`config.mk`:
```
export PLATFORM = sky130hd
export DESIGN_NAME = frogger_top
export DESIGN_NICKNAME = d
export VERILOG_FILES = /design/src/display_pkg.sv /design/src/game_pkg.sv /design/src/tile_if.sv /design/src/scene_control.sv /design/src/frog_position.sv /design/src/traffic_lanes.sv /design/src/tile_painter.sv /design/src/frogger_top.sv
export SDC_FILE = /design/constraint.sdc
export NUM_CORES = 1
export LEC_CHECK = 0
export BUFFER_PORTS_ARGS = -buffer_cell sky130_fd_sc_hd__buf_4
export CAP_MARGIN = 5
export CORE_MARGIN = 2
export CORE_UTILIZATION = 45
export CTS_CLUSTER_SIZE = 40
export DETAILED_ROUTE_END_ITERATION = 8
export PLACE_DENSITY = 0.62
export SLEW_MARGIN = 20
export SYNTH_ARGS = -nofsm -noshare
export SYNTH_HDL_FRONTEND = slang
export SYNTH_SLANG_ARGS = --single-unit
```
`constraint.sdc`:
```
create_clock -name fastclock -period 3.8 [get_ports fastclock]
set_clock_uncertainty 0.2 [all_clocks]
set_input_delay 0.76 -clock fastclock [delete_from_list [all_inputs] [get_ports fastclock]]
set_output_delay 0.76 -clock fastclock [all_outputs]
set_load 0.03 [all_outputs]
```
`src/display_pkg.sv`:
```
// frame display definitions
package display_pkg;

    // pixel coordinates for a 160x120 frame
    typedef logic [7:0] pixel_x_t;
    typedef logic [6:0] pixel_y_t;

    // 3-bit colour, one bit per channel
    typedef logic [2:0] colour_t;

    // painted tile is square
    localparam int tile_side = 8;

    // distance between cell origins
    localparam int cell_pitch_x = 10;
    localparam int cell_pitch_y = 15;

endpackage

```
`src/game_pkg.sv`:
```
// lane crossing game definitions
package game_pkg;

    // grid position
    typedef logic [3:0] col_t;
    typedef logic [2:0] row_t;

    // traffic lane index and pattern, bit 15 - col is column col
    typedef logic [1:0]  lane_t;
    typedef logic [15:0] lane_bits_t;

    typedef enum logic [2:0] {
        move_none,
        move_up,
        move_down,
        move_left,
        move_right
    } move_t;

    localparam int last_row       = 6;
    localparam int first_lane_row = 1;
    localparam int start_col      = 8;

    // lane patterns loaded at reset
    localparam lane_bits_t lane_seed_0 = 16'b1000_1101_1000_0000;
    localparam lane_bits_t lane_seed_1 = 16'b1100_0011_0001_0011;
    localparam lane_bits_t lane_seed_2 = 16'b0011_0111_0001_1001;
    localparam lane_bits_t lane_seed_3 = 16'b0110_0011_1001_1100;

    localparam display_pkg::colour_t frog_colour = 3'b111;
    localparam display_pkg::colour_t car_colour  = 3'b110;
    localparam display_pkg::colour_t road_colour = 3'b000;

    // clocks between two lane shifts
    localparam int step_cycles = 8192;

endpackage

```
`src/tile_if.sv`:
```
// tile paint request
interface tile_if;

    logic                  req;
    game_pkg::col_t        cell_col;
    game_pkg::row_t        cell_row;
    display_pkg::colour_t  fill;
    logic                  ack;
    // high while pixels are plotted
    logic                  busy;

    modport ctrl (
        output req, cell_col, cell_row, fill,
        input  ack, busy
    );

    modport painter (
        input  req, cell_col, cell_row, fill,
        output ack, busy
    );

endinterface

```
`src/scene_control.sv`:
```
// game sequencing FSM
module scene_control (
    input  logic            fastclock,
    input  logic            resetn,
    input  logic            key_up,
    input  logic            key_down,
    input  logic            key_left,
    input  logic            key_right,
    tile_if.ctrl            paint,
    output game_pkg::move_t step,
    output logic            return_to_start,
    input  game_pkg::col_t  frog_col,
    input  game_pkg::row_t  frog_row,
    output game_pkg::lane_t query_lane,
    output game_pkg::col_t  query_col,
    input  logic            query_occupied,
    input  logic            frog_hit,
    input  logic            lane_step
);

    typedef enum logic [2:0] {
        s_idle,
        s_step,
        s_check,
        s_lane_hit,
        s_lane,
        s_frog,
        s_req,
        s_done
    } state_t;

    state_t                state;
    state_t                after;
    game_pkg::move_t       move_q;
    game_pkg::move_t       key_move;
    logic                  pending;
    logic                  armed;
    game_pkg::lane_t       lane_idx;
    game_pkg::col_t        col_idx;
    logic                  req_q;
    game_pkg::col_t        cell_col_q;
    game_pkg::row_t        cell_row_q;
    display_pkg::colour_t  fill_q;
    logic                  any_key;
    logic                  redraw_due;
    logic                  start_move;
    logic                  last_tile;

    // up wins over down, left and right
    always_comb begin
        if (key_up)
            key_move = game_pkg::move_up;
        else if (key_down)
            key_move = game_pkg::move_down;
        else if (key_left)
            key_move = game_pkg::move_left;
        else if (key_right)
            key_move = game_pkg::move_right;
        else
            key_move = game_pkg::move_none;
    end

    assign any_key    = key_up | key_down | key_left | key_right;
    assign redraw_due = pending | lane_step;
    assign start_move = (state == s_idle) && !redraw_due && armed && any_key;
    assign last_tile  = (lane_idx == 2'd3) && (col_idx == 4'd15);

    always_ff @(posedge fastclock or negedge resetn) begin
        if (!resetn) begin
            state    <= s_idle;
            after    <= s_idle;
            pending  <= 1'b0;
            armed    <= 1'b1;
            lane_idx <= '0;
            col_idx  <= '0;
            req_q    <= 1'b0;
        end else begin
            // a lane step during a move is served afterwards
            if ((state == s_idle) && redraw_due)
                pending <= 1'b0;
            else if (lane_step)
                pending <= 1'b1;

            // one move per press
            if (start_move)
                armed <= 1'b0;
            else if (!any_key)
                armed <= 1'b1;

            case (state)
                s_idle: begin
                    if (redraw_due) begin
                        state <= s_lane_hit;
                    end else if (start_move) begin
                        // erase tile goes first
                        req_q <= 1'b1;
                        after <= s_step;
                        state <= s_req;
                    end
                end
                s_step:     state <= s_check;
                s_check:    state <= s_frog;
                s_lane_hit: begin
                    lane_idx <= '0;
                    col_idx  <= '0;
                    state    <= s_lane;
                end
                s_lane: begin
                    req_q   <= 1'b1;
                    col_idx <= col_idx + 1'b1;
                    if (col_idx == 4'd15)
                        lane_idx <= lane_idx + 1'b1;
                    after <= last_tile ? s_frog : s_lane;
                    state <= s_req;
                end
                s_frog: begin
                    req_q <= 1'b1;
                    after <= s_idle;
                    state <= s_req;
                end
                s_req: begin
                    if (paint.ack) begin
                        req_q <= 1'b0;
                        state <= s_done;
                    end
                end
                s_done: begin
                    if (!paint.ack && !paint.busy)
                        state <= after;
                end
                default: state <= s_idle;
            endcase
        end
    end

    // tile cell and fill held stable while req is up
    always_ff @(posedge fastclock) begin
        if (start_move) begin
            move_q     <= key_move;
            cell_col_q <= frog_col;
            cell_row_q <= frog_row;
            fill_q     <= game_pkg::road_colour;
        end else if (state == s_frog) begin
            cell_col_q <= frog_col;
            cell_row_q <= frog_row;
            fill_q     <= game_pkg::frog_colour;
        end else if (state == s_lane) begin
            cell_col_q <= col_idx;
            cell_row_q <= game_pkg::row_t'(lane_idx) + game_pkg::row_t'(game_pkg::first_lane_row);
            fill_q     <= query_occupied ? game_pkg::car_colour : game_pkg::road_colour;
        end
    end

    assign paint.req      = req_q;
    assign paint.cell_col = cell_col_q;
    assign paint.cell_row = cell_row_q;
    assign paint.fill     = fill_q;

    assign step            = (state == s_step) ? move_q : game_pkg::move_none;
    assign return_to_start = ((state == s_check) || (state == s_lane_hit)) && frog_hit;
    assign query_lane      = lane_idx;
    assign query_col       = col_idx;

endmodule

```
`src/frog_position.sv`:
```
// frog cell register
module frog_position (
    input  logic            fastclock,
    input  logic            resetn,
    input  game_pkg::move_t step,
    input  logic            return_to_start,
    output game_pkg::col_t  frog_col,
    output game_pkg::row_t  frog_row,
    output logic            win
);

    always_ff @(posedge fastclock or negedge resetn) begin
        if (!resetn) begin
            frog_col <= game_pkg::col_t'(game_pkg::start_col);
            frog_row <= game_pkg::row_t'(game_pkg::last_row);
        end else if (return_to_start) begin
            frog_col <= game_pkg::col_t'(game_pkg::start_col);
            frog_row <= game_pkg::row_t'(game_pkg::last_row);
        end else begin
            // moves off the grid are dropped
            case (step)
                game_pkg::move_up: begin
                    if (frog_row != 3'd0)
                        frog_row <= frog_row - 1'b1;
                end
                game_pkg::move_down: begin
                    if (frog_row != game_pkg::row_t'(game_pkg::last_row))
                        frog_row <= frog_row + 1'b1;
                end
                game_pkg::move_left: begin
                    if (frog_col != 4'd0)
                        frog_col <= frog_col - 1'b1;
                end
                game_pkg::move_right: begin
                    if (frog_col != 4'd15)
                        frog_col <= frog_col + 1'b1;
                end
                default: begin
                    frog_col <= frog_col;
                end
            endcase
        end
    end

    // top row reached
    assign win = (frog_row == 3'd0);

endmodule

```
`src/traffic_lanes.sv`:
```
// rotating traffic lanes
module traffic_lanes (
    input  logic            fastclock,
    input  logic            resetn,
    input  game_pkg::col_t  frog_col,
    input  game_pkg::row_t  frog_row,
    input  game_pkg::lane_t query_lane,
    input  game_pkg::col_t  query_col,
    output logic            query_occupied,
    output logic            frog_hit,
    output logic            lane_step
);

    localparam int step_w = $clog2(game_pkg::step_cycles);
    localparam logic [step_w-1:0] step_last = step_w'(game_pkg::step_cycles - 1);

    game_pkg::lane_bits_t lanes [4];
    logic [step_w-1:0]    step_count;
    game_pkg::row_t       frog_rel;
    game_pkg::lane_t      frog_lane;
    logic                 frog_in_lane;

    function automatic logic cell_bit(input game_pkg::lane_bits_t bits,
                                      input game_pkg::col_t col);
        return bits[4'd15 - col];
    endfunction

    assign lane_step = (step_count == step_last);

    always_ff @(posedge fastclock or negedge resetn) begin
        if (!resetn) begin
            step_count <= '0;
            lanes[0]   <= game_pkg::lane_seed_0;
            lanes[1]   <= game_pkg::lane_seed_1;
            lanes[2]   <= game_pkg::lane_seed_2;
            lanes[3]   <= game_pkg::lane_seed_3;
        end else if (lane_step) begin
            step_count <= '0;
            // all lanes shift left together
            for (int i = 0; i < 4; i++)
                lanes[i] <= {lanes[i][14:0], lanes[i][15]};
        end else begin
            step_count <= step_count + 1'b1;
        end
    end

    assign query_occupied = cell_bit(lanes[query_lane], query_col);

    // row 0 wraps past the lane range
    assign frog_rel     = frog_row - game_pkg::row_t'(game_pkg::first_lane_row);
    assign frog_in_lane = (frog_rel < 3'd4);
    assign frog_lane    = game_pkg::lane_t'(frog_rel);
    assign frog_hit     = frog_in_lane && cell_bit(lanes[frog_lane], frog_col);

endmodule

```
`src/tile_painter.sv`:
```
// cell tile pixel scanner
module tile_painter (
    input  logic                  fastclock,
    input  logic                  resetn,
    tile_if.painter               paint,
    output display_pkg::pixel_x_t pixel_x,
    output display_pkg::pixel_y_t pixel_y,
    output display_pkg::colour_t  pixel_colour,
    output logic                  plot
);

    typedef enum logic [1:0] {
        p_idle,
        p_plot,
        p_ack
    } state_t;

    localparam logic [5:0] scan_last = 6'(display_pkg::tile_side * display_pkg::tile_side - 1);

    state_t                state;
    logic [5:0]            scan;
    display_pkg::pixel_x_t origin_x;
    display_pkg::pixel_y_t origin_y;
    display_pkg::colour_t  fill_q;

    always_ff @(posedge fastclock or negedge resetn) begin
        if (!resetn) begin
            state <= p_idle;
            scan  <= '0;
        end else begin
            case (state)
                p_idle: begin
                    if (paint.req) begin
                        state <= p_plot;
                        scan  <= '0;
                    end
                end
                p_plot: begin
                    scan <= scan + 1'b1;
                    if (scan == scan_last)
                        state <= p_ack;
                end
                p_ack: begin
                    // hold ack until req drops
                    if (!paint.req)
                        state <= p_idle;
                end
                default: state <= p_idle;
            endcase
        end
    end

    // cell origin latched on an accepted req
    always_ff @(posedge fastclock) begin
        if ((state == p_idle) && paint.req) begin
            origin_x <= display_pkg::pixel_x_t'(paint.cell_col * display_pkg::cell_pitch_x);
            origin_y <= display_pkg::pixel_y_t'(paint.cell_row * display_pkg::cell_pitch_y);
            fill_q   <= paint.fill;
        end
    end

    // low bits step across, high bits step down
    assign pixel_x      = origin_x + display_pkg::pixel_x_t'(scan[2:0]);
    assign pixel_y      = origin_y + display_pkg::pixel_y_t'(scan[5:3]);
    assign pixel_colour = fill_q;
    assign plot         = (state == p_plot);

    assign paint.busy = plot;
    assign paint.ack  = (state == p_ack);

endmodule

```
`src/frogger_top.sv`:
```
// lane crossing game top
module frogger_top (
    input  logic                  fastclock,
    input  logic                  resetn,
    input  logic                  key_up,
    input  logic                  key_down,
    input  logic                  key_left,
    input  logic                  key_right,
    output display_pkg::pixel_x_t pixel_x,
    output display_pkg::pixel_y_t pixel_y,
    output display_pkg::colour_t  pixel_colour,
    output logic                  plot,
    output logic                  win
);

    tile_if paint_bus ();

    game_pkg::move_t step;
    logic            return_to_start;
    game_pkg::col_t  frog_col;
    game_pkg::row_t  frog_row;
    game_pkg::lane_t query_lane;
    game_pkg::col_t  query_col;
    logic            query_occupied;
    logic            frog_hit;
    logic            lane_step;

    scene_control u_scene_control (
        .fastclock       (fastclock),
        .resetn          (resetn),
        .key_up          (key_up),
        .key_down        (key_down),
        .key_left        (key_left),
        .key_right       (key_right),
        .paint           (paint_bus.ctrl),
        .step            (step),
        .return_to_start (return_to_start),
        .frog_col        (frog_col),
        .frog_row        (frog_row),
        .query_lane      (query_lane),
        .query_col       (query_col),
        .query_occupied  (query_occupied),
        .frog_hit        (frog_hit),
        .lane_step       (lane_step)
    );

    frog_position u_frog_position (
        .fastclock       (fastclock),
        .resetn          (resetn),
        .step            (step),
        .return_to_start (return_to_start),
        .frog_col        (frog_col),
        .frog_row        (frog_row),
        .win             (win)
    );

    traffic_lanes u_traffic_lanes (
        .fastclock      (fastclock),
        .resetn         (resetn),
        .frog_col       (frog_col),
        .frog_row       (frog_row),
        .query_lane     (query_lane),
        .query_col      (query_col),
        .query_occupied (query_occupied),
        .frog_hit       (frog_hit),
        .lane_step      (lane_step)
    );

    tile_painter u_tile_painter (
        .fastclock    (fastclock),
        .resetn       (resetn),
        .paint        (paint_bus.painter),
        .pixel_x      (pixel_x),
        .pixel_y      (pixel_y),
        .pixel_colour (pixel_colour),
        .plot         (plot)
    );

endmodule

```
# [Yosys cells after proc, flatten, opt, wreduce, memory -nomap -nowiden]
# Index checks and enable logic that the tools add are counted.
[classes] add_sub_neg=13 n_mul=2 muxes=58 reduce_logical=37 eq_ne=33 bitwise_logic=6 order_cmp=5
[op_table] op="$bmux 16 s2" n=2
[op_table] op="$mux 16" n=4
[op_table] op="$mux 3" n=17
[op_table] op="$mux 4" n=6
[op_table] op="$pmux 3 s7" n=1
[op_table] op="$reduce_bool 3->1" n=6
[op_table] op="$pmux 4 s2" n=2
[op_table] op="$eq 3x3->1 const B" n=5
[op_table] op="$reduce_and 3->1" n=5
[op_table] op="$add 13x1->13 const B" n=1
[op_table] op="$eq 13x13->1 const B" n=1
[op_table] op="$mux 13" n=1
[op_table] op="$eq 3x2->1 const B" n=4
[op_table] op="$mux 2" n=6
[op_table] op="$ne 3x2->1 const B" n=4
[op_table] op="$pmux 6 s2" n=1
[op_table] op="$lt 4x5->1 const B" n=2
[op_table] op="$mux 1" n=10
[op_table] op="$ne 2x1->1 const B" n=5
[op_table] op="$logic_and 1x1->1" n=9
[op_table] op="$pmux 3 s3" n=1
[op_table] op="$add 4x1->4 const B" n=2
[op_table] op="$add 8x3->8" n=1
[op_table] op="$bmux 1 s4" n=2
[op_table] op="other kinds (38)" n=56
[word_totals] regBits=137 input_bits=6 word_cells=178 out_inout_bits=20

# [Logic depth before layout (Yosys ltp)]
# Gate-level depths: netlist (run 1).
[depth] ltp_word=11 depth_mapped=11

# [Modules after synthesis]
# From an unflattened synthesis (run 1), not the netlist that was laid out.
[unflattened] cells_unflattened=570 area_unflattened_um2=7527.2
[modules_own_cells] mod="traffic_lanes" instances=1 cells_per_inst=276 area_per_inst_um2=4169.0 seq_area_each_um2=1961.9
[modules_own_cells] mod="tile_painter" instances=1 cells_per_inst=127 area_per_inst_um2=1529.0 seq_area_each_um2=710.7
[modules_own_cells] mod="scene_control" instances=1 cells_per_inst=111 area_per_inst_um2=1275.0 seq_area_each_um2=691.9
[modules_own_cells] mod="frog_position" instances=1 cells_per_inst=56 area_per_inst_um2=554.3 seq_area_each_um2=178.9

# [Worst setup path after synthesis (run 1)]
# OpenSTA, ideal clock, no wires.
[synth_path] path_kind="reg-to-reg" start="register u_frog_position.frog_row[0]" end="register u_frog_position.frog_col[1]" stages_incl_launch_ff=11 path_buffers=3 required_ps=3535 setup_slack_ps=564 synth_period_minus_slack_ps=3236 setup_ps=65 t_arrival_ps=2971 path_cell_list="dfrtp_1 -> buf_6 -> buf_2 -> inv_1 -> ha_1 -> clkbuf_1 -> mux4_1 -> mux2_2 -> mux4_2 -> a211oi_4 -> o211a_1"
[synth_between] elab_chain_len=11 word_cells_on_any_way=15 cone_classes="1 x add/sub; 1 x order compare; 2 x eq/ne; 6 x mux; 1 x bitwise; 4 x reduce/logical"
[synth_lines] element="start: declaration" line="frog_position.sv:8" text="output game_pkg::row_t frog_row,"
[synth_lines] element="start signal: assignment" line="frog_position.sv:15" text="frog_row <= game_pkg::row_t'(game_pkg::last_row);"
[synth_lines] element="start signal: assignment" line="frog_position.sv:18" text="frog_row <= game_pkg::row_t'(game_pkg::last_row);"
[synth_lines] element="start signal: assignment" line="frog_position.sv:24" text="frog_row <= frog_row - 1'b1;"
[synth_lines] element="$sub 3x1->3 *" line="traffic_lanes.sv:50" text="assign frog_rel = frog_row - game_pkg::row_t'(game_pkg::first_lane_row);"
[synth_lines] element="$not 2->3 (not written as such)" line="traffic_lanes.sv:53" text="assign frog_hit = frog_in_lane && cell_bit(lanes[frog_lane], frog_col);"
[synth_lines] element="$bmux 16 s2" line="traffic_lanes.sv:53"
[synth_lines] element="$mux 16 (not written as such) (2 in series)" line="traffic_lanes.sv:53"
[synth_lines] element="$bmux 1 s4" line="traffic_lanes.sv:25" text="return bits[4'd15 - col];"
[synth_lines] element="$mux 1 (not written as such)" line="traffic_lanes.sv:25"
[synth_lines] element="$logic_and 1x1->1 *" line="traffic_lanes.sv:53"
[synth_lines] element="$logic_and 1x1->1 *" line="scene_control.sv:160" text="assign return_to_start = ((state == s_check) || (state == s_lane_hit)) && frog_hit;"
[synth_lines] element="$ne 3x2->1 (no source line) or $reduce_bool 3->1 (tied branches)"
[synth_lines] element="$reduce_and 3->1 (no source line)"
[synth_lines] element="end signal: assignment" line="frog_position.sv:14" text="frog_col <= game_pkg::col_t'(game_pkg::start_col);"
[synth_lines] element="end signal: assignment" line="frog_position.sv:17" text="frog_col <= game_pkg::col_t'(game_pkg::start_col);"
[synth_lines] element="end signal: assignment" line="frog_position.sv:32" text="frog_col <= frog_col - 1'b1;"
[synth_lines] element="end: declaration" line="frog_position.sv:7" text="output game_pkg::col_t frog_col,"
# Mark *: on every way between the ends. The rest lies on a longest branch, timed or not. The select of a mux whose other input is x is not followed.
# A chain may end at the register's enable or synchronous reset.

# [Final worst setup path (run 1)]
[layout_path] start="register u_frog_position.frog_row[1]" end="register u_frog_position.frog_col[1]"
# Same word-level chain as after synthesis.

==> flow_metrics.env, run 1 <==
export IMPL_grt_first_pass_wirelength_mm=26.2
export IMPL_drive_above_1_share_pct=18.8
export IMPL_final_common_cell="nand2_1"
export IMPL_hold_viol_final=0
export IMPL_syn_area_sq_mm=0.00747
export IMPL_status="finished clean"
export IMPL_fmax_mhz=315
export IMPL_ys_ff_latch=134
export IMPL_finalNonFillerCells=976
export IMPL_maxSlewViolCount=0
export IMPL_cts_tree="built"
export IMPL_first_iter_violations=332
export IMPL_layout_common_cells="221 x nand2_1, 74 x dfrtp_1, 36 x buf_4"
export IMPL_required_ps=3960
export IMPL_core_sq_mm=0.0164
export IMPL_cpPeakStageDelay_ps=570
export IMPL_grt_use_total_pct=18.8
export IMPL_rsz0062_at_grt="false"
export IMPL_clk_path_buf_depth=2
export IMPL_wl_mm=15.4
export IMPL_syn_inst=722
export IMPL_p_total_uw=3160
export IMPL_finalSetupViolCount=0
export IMPL_path_max_fanout=12
export IMPL_cts_hold_buffers=0
export IMPL_clock_latency_ps=430
export IMPL_diodes=0
export IMPL_ys_flop_type="dfrtp_1"
export IMPL_io_buffers=25
export IMPL_fin_crit_sh_pct=83.5
export IMPL_initial_utilization_pct=45.5
export IMPL_endpoint_kind="flip-flop"
export IMPL_tightest_slew_ps=833
export IMPL_cts_root_buf="clkbuf_16"
export IMPL_die_w_microns=133
export IMPL_crit_type="flip-flop to flip-flop"
export IMPL_r2r_cells=7
export IMPL_ant_nets=0
export IMPL_ys_warn_count=0
export IMPL_synth_distinct_cells=58
export IMPL_dieArea_sq_mm=0.0176
export IMPL_wl_per_cell_microns=15.8
export IMPL_power_density_mw_per_mm2=372
export IMPL_routed_via_density=5.46
export IMPL_crit_family="multiplexers"
export IMPL_worstPathArrival_ps=3340
export IMPL_synth_seq_area_share_pct=47.0
export IMPL_dp_hpwl_mm=10.8
export IMPL_row_count=47
export IMPL_utilization_pct=51.8
export IMPL_ios=26
export IMPL_wl_met1_mm=7.15
export IMPL_drc=0
export IMPL_htreeDepth=4
export IMPL_chipHeight_microns=133
export IMPL_vias=5327
export IMPL_top_layer="met4"
export IMPL_place_inst=944
export IMPL_synth_edf_count=26
export IMPL_route_met2_wl_mm=7.37
export IMPL_areaGrowthSynthToFinish_pct=13.7
export IMPL_grt_pass1_vias=5180
export IMPL_cp_start_kind="flip-flop"
export IMPL_nNetsFinal=784
export IMPL_holdWs_ps=187
export IMPL_dr_pass1_iters=5
export IMPL_cp_cell_sequence="inv_1 > ha_1 > mux4_1 > mux2_2 > mux4_2 > a211oi_4 > o211a_1"
export IMPL_async_reset_ff_share_pct=79.1
export IMPL_r2r_slack_ps=630
export IMPL_maxCapViolCount=0
export IMPL_place_gp_congestion=0.813
export IMPL_p_leak_uw=0.00377
export IMPL_cts_resized_gates=0
export IMPL_tritoncts_num_buffers=17
export IMPL_antenna_found_initial=0
export IMPL_path_depth=7
export IMPL_grt_max_degree=71
export IMPL_path_clk_slew_ps=60
export IMPL_finalCriticalPeriod_ps=3170
export IMPL_syn_avg_cell_area_sq_um=10.3
export IMPL_met3_length_microns=682
export IMPL_crit_buf_inv=1
export IMPL_synth_nets=763
export IMPL_ir_drop_mv=0.307
export IMPL_critPathSlowestCell="dfstp_2"
export IMPL_clkSinkCount=134
export IMPL_hp_class="input port to async pin"
export IMPL_setup_tns_ps=0
export IMPL_maxSlewHeadroom_pct=44.5
export IMPL_grt_ovfl_total=0
export IMPL_cts_setup_buffers=0
[logic make-up (layout without fill, tap and decap cells)]
family	after synthesis	in the layout	share of synthesized area [%]
xor+xnor	29	29	3.40
buf+inv	68	102	3.68
compound gates	81	81	7.07
fa+ha+maj	35	35	6.57
flops	134	134	47.0
mux	56	56	13.7
simple gates	319	319	18.6
[registers in the layout, summed over array words and instances (netlist names)]
register,cells
u_scene_control.paint.cell_row,3
u_scene_control.move_q,3
u_frog_position.frog_row,3
u_scene_control.state,3
u_tile_painter.origin_x,7
u_traffic_lanes.step_count,13
u_traffic_lanes.lanes,64
u_tile_painter.scan,6
u_scene_control.after,2
u_scene_control.query_lane,2
u_scene_control.paint.req,1
u_scene_control.paint.cell_col,4
u_frog_position.frog_col,4
u_tile_painter.state,2
u_tile_painter.origin_y,7
u_scene_control.query_col,4
u_scene_control.armed,1
u_scene_control.pending,1
u_tile_painter.pixel_colour,2
u_scene_control.paint.fill,2
[per-stage QoR]
step / worst slack, ps / area (sq um)
after floorplan: 564 / 7470
after global placement: 726 / 7900
after detailed placement: 604 / 7900
after CTS: 588 / 8490
after global routing: 479 / 8490
final: 626 / 8490
[metal layers]
metal / global-route usage (%) / vias up
met5: 0 / -
met4: 6.57 / 0
met3: 4.14 / 17
met2: 29.9 / 121
met1: 25.5 / 2650
li1: - / 2539
[layout make-up]
| cell class | instances | area (sq um) |
|---|---|---|
| clock buffer | 19 | 443 |
| inverter | 33 | 124 |
| multi-input combinational | 520 | 3690 |
| clock inverter | 13 | 156 |
| tap | 220 | 275 |
| fill | 1478 | 7910 |
| timing repair buffer | 37 | 290 |
| sequential | 134 | 3510 |
[worst reg2reg max path, delay by kind of cell, from the launching register on]
kind            cells  cell delay, ps
fa+ha+maj           1             540
mux                 3            1150
compound gates      2             580
buf+inv             1              70
flops               1             570
[synthesized netlist by cell type, types with 3 or more instances]
master | count | area (sq um)
edfxtp_1 | 26 | 781
a31oi_1 | 4 | 25.0
clkbuf_1 | 27 | 101
mux2_2 | 9 | 101
nor4_1 | 5 | 31.3
nand4_1 | 4 | 25.0
mux2i_1 | 13 | 130
buf_2 | 4 | 20.0
a21oi_1 | 21 | 105
mux4_2 | 27 | 608
nor3b_1 | 5 | 37.5
and3_1 | 8 | 50.1
nor2b_1 | 12 | 75.1
ha_1 | 28 | 350
o21ai_0 | 20 | 100
and2_1 | 4 | 25.0
dfstp_2 | 32 | 841
a21o_1 | 7 | 52.6
o22ai_1 | 6 | 37.5
nand2b_1 | 9 | 56.3
mux4_1 | 7 | 184
nand3_1 | 16 | 80.1
dfrtp_1 | 74 | 1850
xnor2_1 | 21 | 184
fa_1 | 7 | 140
nand2_1 | 222 | 833
nor3_1 | 5 | 25.0
xor2_1 | 8 | 70.1
inv_1 | 32 | 120
a311oi_1 | 3 | 26.3
nor2_1 | 20 | 75.1
[power by group]
part | switching, uW | internal [uW] | leakage (uW)
registers | 0.327 | 1460 | 0.00154
clock network | 614 | 1040 | 0.000289
logic | 26.1 | 7.45 | 0.00193
[path summary, 6_finish.rpt]
path                                                             start                                      end
max                            u_frog_position.frog_row[1]$_DFFE_PN1P_  u_frog_position.frog_col[1]$_DFFE_PN0P_
min reg2reg                u_scene_control.paint.cell_col[1]$_DFFE_PP_     u_tile_painter.origin_x[2]$_DFFE_PP_
min in group fastclock     u_scene_control.paint.cell_col[1]$_DFFE_PP_     u_tile_painter.origin_x[2]$_DFFE_PP_
min                                                             resetn  u_traffic_lanes.step_count[7]$_DFF_PN0_
max in group asynchronous                                       resetn  u_frog_position.frog_row[2]$_DFFE_PN1P_
max reg2reg                    u_frog_position.frog_row[1]$_DFFE_PN1P_  u_frog_position.frog_col[1]$_DFFE_PN0P_
No activity file was read; power rests on OpenSTA's default activity.
==> run 2, diff against run 1 <==
Settings changed: PLACE_DENSITY 0.62 to 0.64.
Clock period 3.8 ns to 2.8 ns, I/O delays scaled along.
==> run 2 against run 1 <==
Net effect:
- the flow now finishes with violations (negative setup slack)
- flip-flop and latch count unchanged
- worst hold slack better by 43 ps
- largest cell class unchanged
- clock power is 21% higher
- register-to-register slack lost 660 ps
==> flow_metrics.env, run 2 (synthesis results as in run 1) <==
export IMPL_cp_startpoint="u_frog_position.frog_row[1]$_DFFE_PN1P_"
export IMPL_required_ps=2960
export IMPL_cts_tree="built"
export IMPL_ir_drop_mv=0.401
export IMPL_wl_mm=16.1
export IMPL_utilization_pct=53.1
export IMPL_antenna_found_initial=0
export IMPL_crit_type="flip-flop to flip-flop"
export IMPL_die_w_microns=133
export IMPL_vias=5354
export IMPL_holdWs_ps=231
export IMPL_r2r_start="u_frog_position.frog_row[1]$_DFFE_PN1P_"
export IMPL_wl_per_cell_microns=16.1
export IMPL_clk_path_buf_depth=2
export IMPL_core_sq_mm=0.0164
export IMPL_endpoint_kind="flip-flop"
export IMPL_power_density_mw_per_mm2=464
export IMPL_hold_viol_final=0
export IMPL_clock_latency_ps=420
export IMPL_worstPathArrival_ps=2990
export IMPL_rsz0062_at_grt="true"
export IMPL_diodes=0
export IMPL_fmax_mhz=353
export IMPL_io_buffers=25
export IMPL_drc=0
export IMPL_chipHeight_microns=133
export IMPL_grt_use_total_pct=19.4
export IMPL_maxSlewViolCount=0
export IMPL_finalCriticalPeriod_ps=2830
export IMPL_grt_max_degree=70
export IMPL_drive_above_1_share_pct=22.8
export IMPL_final_common_cell="nand2_1"
export IMPL_setup_slack_ps=-32.4
export IMPL_combPwrFrac_pct=1.2
export IMPL_nNetsFinal=808
export IMPL_crit_end="u_frog_position.frog_col[1]$_DFFE_PN0P_"
export IMPL_ios=26
export IMPL_place_gp_congestion=0.861
export IMPL_dieArea_sq_mm=0.0176
export IMPL_p_total_uw=4040
export IMPL_hp_class="input port to flip-flop"
export IMPL_cts_root_buf="clkbuf_16"
export IMPL_power_frac_seq_pct=49.2
export IMPL_maxSlewHeadroom_pct=52.7
export IMPL_first_iter_violations=259
export IMPL_fin_crit_sh_pct=101
export IMPL_violations="negative setup slack"
export IMPL_dp_hpwl_mm=11.1
export IMPL_netSwitchingFraction_pct=20.9
export IMPL_finalSetupViolCount=4
export IMPL_maxCapViolCount=0
export IMPL_finalInstanceArea_sq_mm=0.00871
export IMPL_p_switching_uw=844
export IMPL_layout_common_cells="221 x nand2_1, 73 x dfrtp_1, 54 x buf_4"
export IMPL_reg_top3="u_traffic_lanes.lanes: 64 flops, u_traffic_lanes.step_count: 13 flops"
export IMPL_path_max_fanout=6
export IMPL_finalNonFillerCells=999
export IMPL_areaGrowthSynthToFinish_pct=16.6
export IMPL_initial_utilization_pct=45.5
export IMPL_place_inst=958
export IMPL_placed_area_sq_mm=0.00804
export IMPL_ant_nets=0
export IMPL_largest_register_ffs=64
export IMPL_largest_register="u_traffic_lanes.lanes"
export IMPL_grt_pass1_vias=5456
export IMPL_clkSinkCount=134
export IMPL_dr_pass1_iters=4
export IMPL_tightest_slew_ps=710
export IMPL_p_int_uw=3200
export IMPL_grt_first_pass_wirelength_mm=27.1
export IMPL_status="finished, violations left"
export IMPL_r2r_slack_ps=-30
export IMPL_grt_ovfl_total=0
export IMPL_r2r_end="u_frog_position.frog_col[1]$_DFFE_PN0P_"
export IMPL_cp_start_kind="flip-flop"
export IMPL_path_clk_slew_ps=60
export IMPL_power_frac_clock_pct=49.6
export IMPL_tritoncts_num_buffers=17
export IMPL_row_count=47
export IMPL_routed_via_density=5.36
export IMPL_r2r_cells=8
export IMPL_p_leak_uw=0.00388
export IMPL_htreeDepth=4
[run 2: critical path, cell delays in order (launching register included)]
cell and delay (ps):
dfstp_2 530, inv_2 50, ha_4 280, buf_12 110
mux4_2 280, mux2_4 270, mux4_2 520, a211oi_4 340
o211a_1 190
[run 2: power groups by stage]
stage	clock [uW]	combinational [uW]	sequential, uW
6_report	2010	48.4	1990
5_1_grt	2140	56.0	1990
4_1_cts	2050	50.6	1990
3_5_place_dp	0	49.4	2020
3_3_place_gp	0	47.8	2020
2_1_floorplan	0	4.23	2020
[run 2: final cells by class]
cell class | count | area (sq um)
fill | 1407 | 7700
timing repair buffer | 61 | 518
tap | 220 | 275
multi-input combinational | 520 | 3750
inverter | 33 | 129
clock buffer | 20 | 437
sequential | 134 | 3510
clock inverter | 11 | 85.1
[run 2: worst min path at each step]
stage,end,cells after the start,slack (ps),start
global placement,u_tile_painter.pixel_colour[0]$_DFFE_PP_,0,250,u_scene_control.paint.fill[0]$_SDFFE_PP0N_
detailed placement,u_tile_painter.pixel_colour[0]$_DFFE_PP_,0,250,u_scene_control.paint.fill[0]$_SDFFE_PP0N_
finish,u_scene_control.armed$_DFFE_PN1P_,3,230,key_right
CTS,u_scene_control.armed$_DFFE_PN1P_,3,210,key_right
floorplan,u_frog_position.frog_col[0]$_DFFE_PN0P_,0,60,resetn
global route,u_scene_control.armed$_DFFE_PN1P_,3,230,key_right
[run 2: timing repair]
| action | 4_1_cts | 5_1_grt |
|---|---|---|
| setup endpoints to repair | 10 | 11 |
| gates resized for setup | 9 | 15 |
| setup buffers | 7 | 2 |
| gates cloned | 0 | 0 |
| endpoints found under the hold margin | 31 | 0 |
| hold buffers | 1 | 0 |
| pin swaps | 4 | 6 |
[run 2: layer usage]
| layer | vias up | GRT usage, % | share of wire (%) |
|---|---|---|---|
| li1 | 2592 | - | - |
| met1 | 2631 | 24.4 | 44 |
| met2 | 117 | 33.1 | 51 |
| met3 | 14 | 4.75 | 4.3 |
| met4 | 0 | 5.91 | 1.1 |
| met5 | - | 0 | 0 |
[run 2: stage by stage]
stage / setup WS, ps / TNS (ps)
3_5_place_dp: -34.9 / -147
4_1_cts: -38.1 / -178
2_1_floorplan: 5.90 / 0
5_1_grt: -106 / -626
3_3_place_gp: 9.32 / 0
6_report: -32.4 / -98.7
==> run 3, diff against run 2 <==
Settings changed: CORE_ASPECT_RATIO from default to 0.9, GPL_TIMING_DRIVEN from default to 0.
==> run 3 against run 2 <==
Net effect:
- sequential power barely moved
- worst hold slack got worse by 160 ps
- critical path depth rose by 2
- the flow still finishes with violations (negative setup slack)
- final area fell by 0.19%
- largest power group unchanged
- sequential share of layout area rose by 0.075 points
- highest routed layer unchanged
- wire length rose by 9.4%
- maximum frequency fell by 5.9%
- combinational power fell by 11%
==> flow_metrics.env, run 3 (synthesis results as in run 1) <==
export IMPL_placed_area_sq_mm=0.00797
export IMPL_r2r_cells=10
export IMPL_clock_latency_ps=430
export IMPL_dieArea_sq_mm=0.0177
export IMPL_ir_drop_mv=0.411
export IMPL_multi_input_comb_area_sq_mm=0.00375
export IMPL_chipHeight_microns=126
export IMPL_critPathSlowestCell="mux4_2"
export IMPL_fillCellCount=1432
export IMPL_power_density_mw_per_mm2=481
export IMPL_wl_per_cell_microns=17.6
export IMPL_grt_pass1_vias=5527
export IMPL_setup_tns_ps=-1120
export IMPL_reg_top3="u_traffic_lanes.lanes: 64 flops, u_traffic_lanes.step_count: 13 flops"
export IMPL_p_leak_uw=0.00385
export IMPL_drc=0
export IMPL_cts_tree="built"
export IMPL_io_buffers=25
export IMPL_layout_common_cells="222 x nand2_1, 73 x dfrtp_1, 36 x buf_4"
export IMPL_path_common_cell="buf_12"
export IMPL_r2r_end="u_frog_position.frog_col[1]$_DFFE_PN0P_"
export IMPL_grt_max_degree=107
export IMPL_maxSlewViolCount=0
export IMPL_first_iter_violations=397
export IMPL_r2r_start="u_frog_position.frog_row[0]$_DFFE_PN0P_"
export IMPL_diodes=0
export IMPL_crit_end="u_frog_position.frog_col[1]$_DFFE_PN0P_"
export IMPL_cp_start_kind="flip-flop"
export IMPL_cts_root_buf="clkbuf_16"
export IMPL_crit_type="flip-flop to flip-flop"
export IMPL_clk_path_buf_depth=2
export IMPL_r2r_slack_ps=-210
export IMPL_ant_nets=0
export IMPL_areaGrowthSynthToFinish_pct=16.4
export IMPL_utilization_pct=53.7
export IMPL_endpoint_kind="flip-flop"
export IMPL_required_ps=2960
export IMPL_grt_ovfl_total=0
export IMPL_wl_mm=17.6
export IMPL_cp_cell_sequence="buf_12 > buf_12 > inv_6 > ha_4 > buf_6 > mux4_1 > mux2_2 > mux4_2 > a211oi_4 > o211a_1"
export IMPL_hold_viol_final=0
export IMPL_largest_register_ffs=64
export IMPL_worstPathArrival_ps=3170
export IMPL_setup_slack_ps=-211
export IMPL_antenna_found_initial=0
export IMPL_fmax_mhz=332
export IMPL_path_max_fanout=6
export IMPL_holdWs_ps=75.6
export IMPL_hp_class="input port to async pin"
export IMPL_initial_utilization_pct=46.2
export IMPL_grt_first_pass_wirelength_mm=29.2
export IMPL_htreeDepth=4
export IMPL_routed_via_density=5.61
export IMPL_place_gp_congestion=0.876
export IMPL_fin_crit_sh_pct=108
export IMPL_vias=5594
export IMPL_status="finished, violations left"
export IMPL_finalSetupViolCount=6
export IMPL_core_sq_mm=0.0162
export IMPL_rsz0062_at_grt="true"
export IMPL_tritoncts_num_buffers=17
export IMPL_cp_startpoint="u_frog_position.frog_row[0]$_DFFE_PN0P_"
export IMPL_largest_register="u_traffic_lanes.lanes"
export IMPL_row_count=44
export IMPL_final_common_cell="nand2_1"
export IMPL_path_clk_slew_ps=60
export IMPL_violations="negative setup slack"
export IMPL_finalCriticalPeriod_ps=3010
export IMPL_maxCapViolCount=0
export IMPL_maxSlewHeadroom_pct=34.4
export IMPL_nNetsFinal=818
export IMPL_dr_pass1_iters=5
export IMPL_cpPeakStageDelay_ps=520
export IMPL_dp_hpwl_mm=12.0
export IMPL_clkSinkCount=134
export IMPL_tightest_slew_ps=985
export IMPL_ios=26
export IMPL_drive_above_1_share_pct=21.3
export IMPL_die_w_microns=140
export IMPL_finalInstanceArea_sq_mm=0.00869
export IMPL_seqCellArea_sq_mm=0.00351
export IMPL_grt_use_total_pct=21.1
## run 3: cell types whose count changed in the layout (fill, tap and decap cells not counted), sizes merged
cell and change:
inv +1, clkinv -3, dlygate4sd3 -1, buf -15, clkbuf +30, clkinvlp -1
## run 3: final cells by class
type	count	area share, %
Buffer	34	2.07
Tap cell	207	2.98
Clock inverter	8	0.835
Timing Repair Buffer	37	3.43
Clock buffer	24	5.67
Multi-Input combinational cell	520	43.1
Sequential cell	134	40.4
Inverter	33	1.48
## run 3: worst min-delay path by stage
stage | endpoint | depth (start not counted) | slack [ps] | from
CTS | u_traffic_lanes.step_count[4]$_DFF_PN0_ | 1 | 110 | resetn
global route | u_traffic_lanes.step_count[3]$_DFF_PN0_ | 1 | 140 | resetn
detailed placement | u_tile_painter.pixel_colour[0]$_DFFE_PP_ | 0 | 220 | u_scene_control.paint.fill[0]$_SDFFE_PP0N_
global placement | u_tile_painter.pixel_colour[0]$_DFFE_PP_ | 0 | 220 | u_scene_control.paint.fill[0]$_SDFFE_PP0N_
finish | u_traffic_lanes.step_count[4]$_DFF_PN0_ | 1 | 80 | resetn
floorplan | u_frog_position.frog_col[0]$_DFFE_PN0P_ | 0 | 60 | resetn
## run 3: per-stage QoR
stage | std cells | setup slack [ps] | total power (uW)
after detailed placement | 954 | -731 | 2070
after global routing | 997 | -301 | 4330
after CTS | 995 | -231 | 4210
after floorplan | 722 | 5.90 | 2030
after global placement | 954 | -735 | 2060
final | 997 | -211 | 4180
## run 3: critical path: cells and delay by family, from the launching register on
| kind | cells | cell delay (ps) |
|---|---|---|
| AOI/OAI and AO/OA | 2 | 550 |
| adders and majority gates | 1 | 320 |
| buffers and inverters | 4 | 410 |
| DFF | 1 | 390 |
| muxes | 3 | 1070 |
## run 3: metal layers
metal	up-vias	part of all wire [%]	global-route usage, %
met5	-	0	0
met4	0	2.0	7.24
met1	2762	45	29.0
met2	189	47	32.5
li1	2612	-	-
met3	31	6.5	6.01
## run 3: report_power, final
group          internal (uW)  total (uW)  switching [uW]
sequential              1990        1990           0.349
combinational           7.82        43.0            35.1
clock                   1320        2150             829
total                   3310        4180             865
## run 3: timing repair
| item | 4_1_cts | 5_1_grt |
|---|---|---|
| hold endpoints to repair | 0 | 0 |
| buffers inserted | 10 | 2 |
| endpoints found under the setup margin | 41 | 45 |
| gates cloned | 0 | 0 |
| gates resized for setup | 15 | 17 |
| pin swaps | 4 | 7 |
| hold buffers | 0 | 0 |
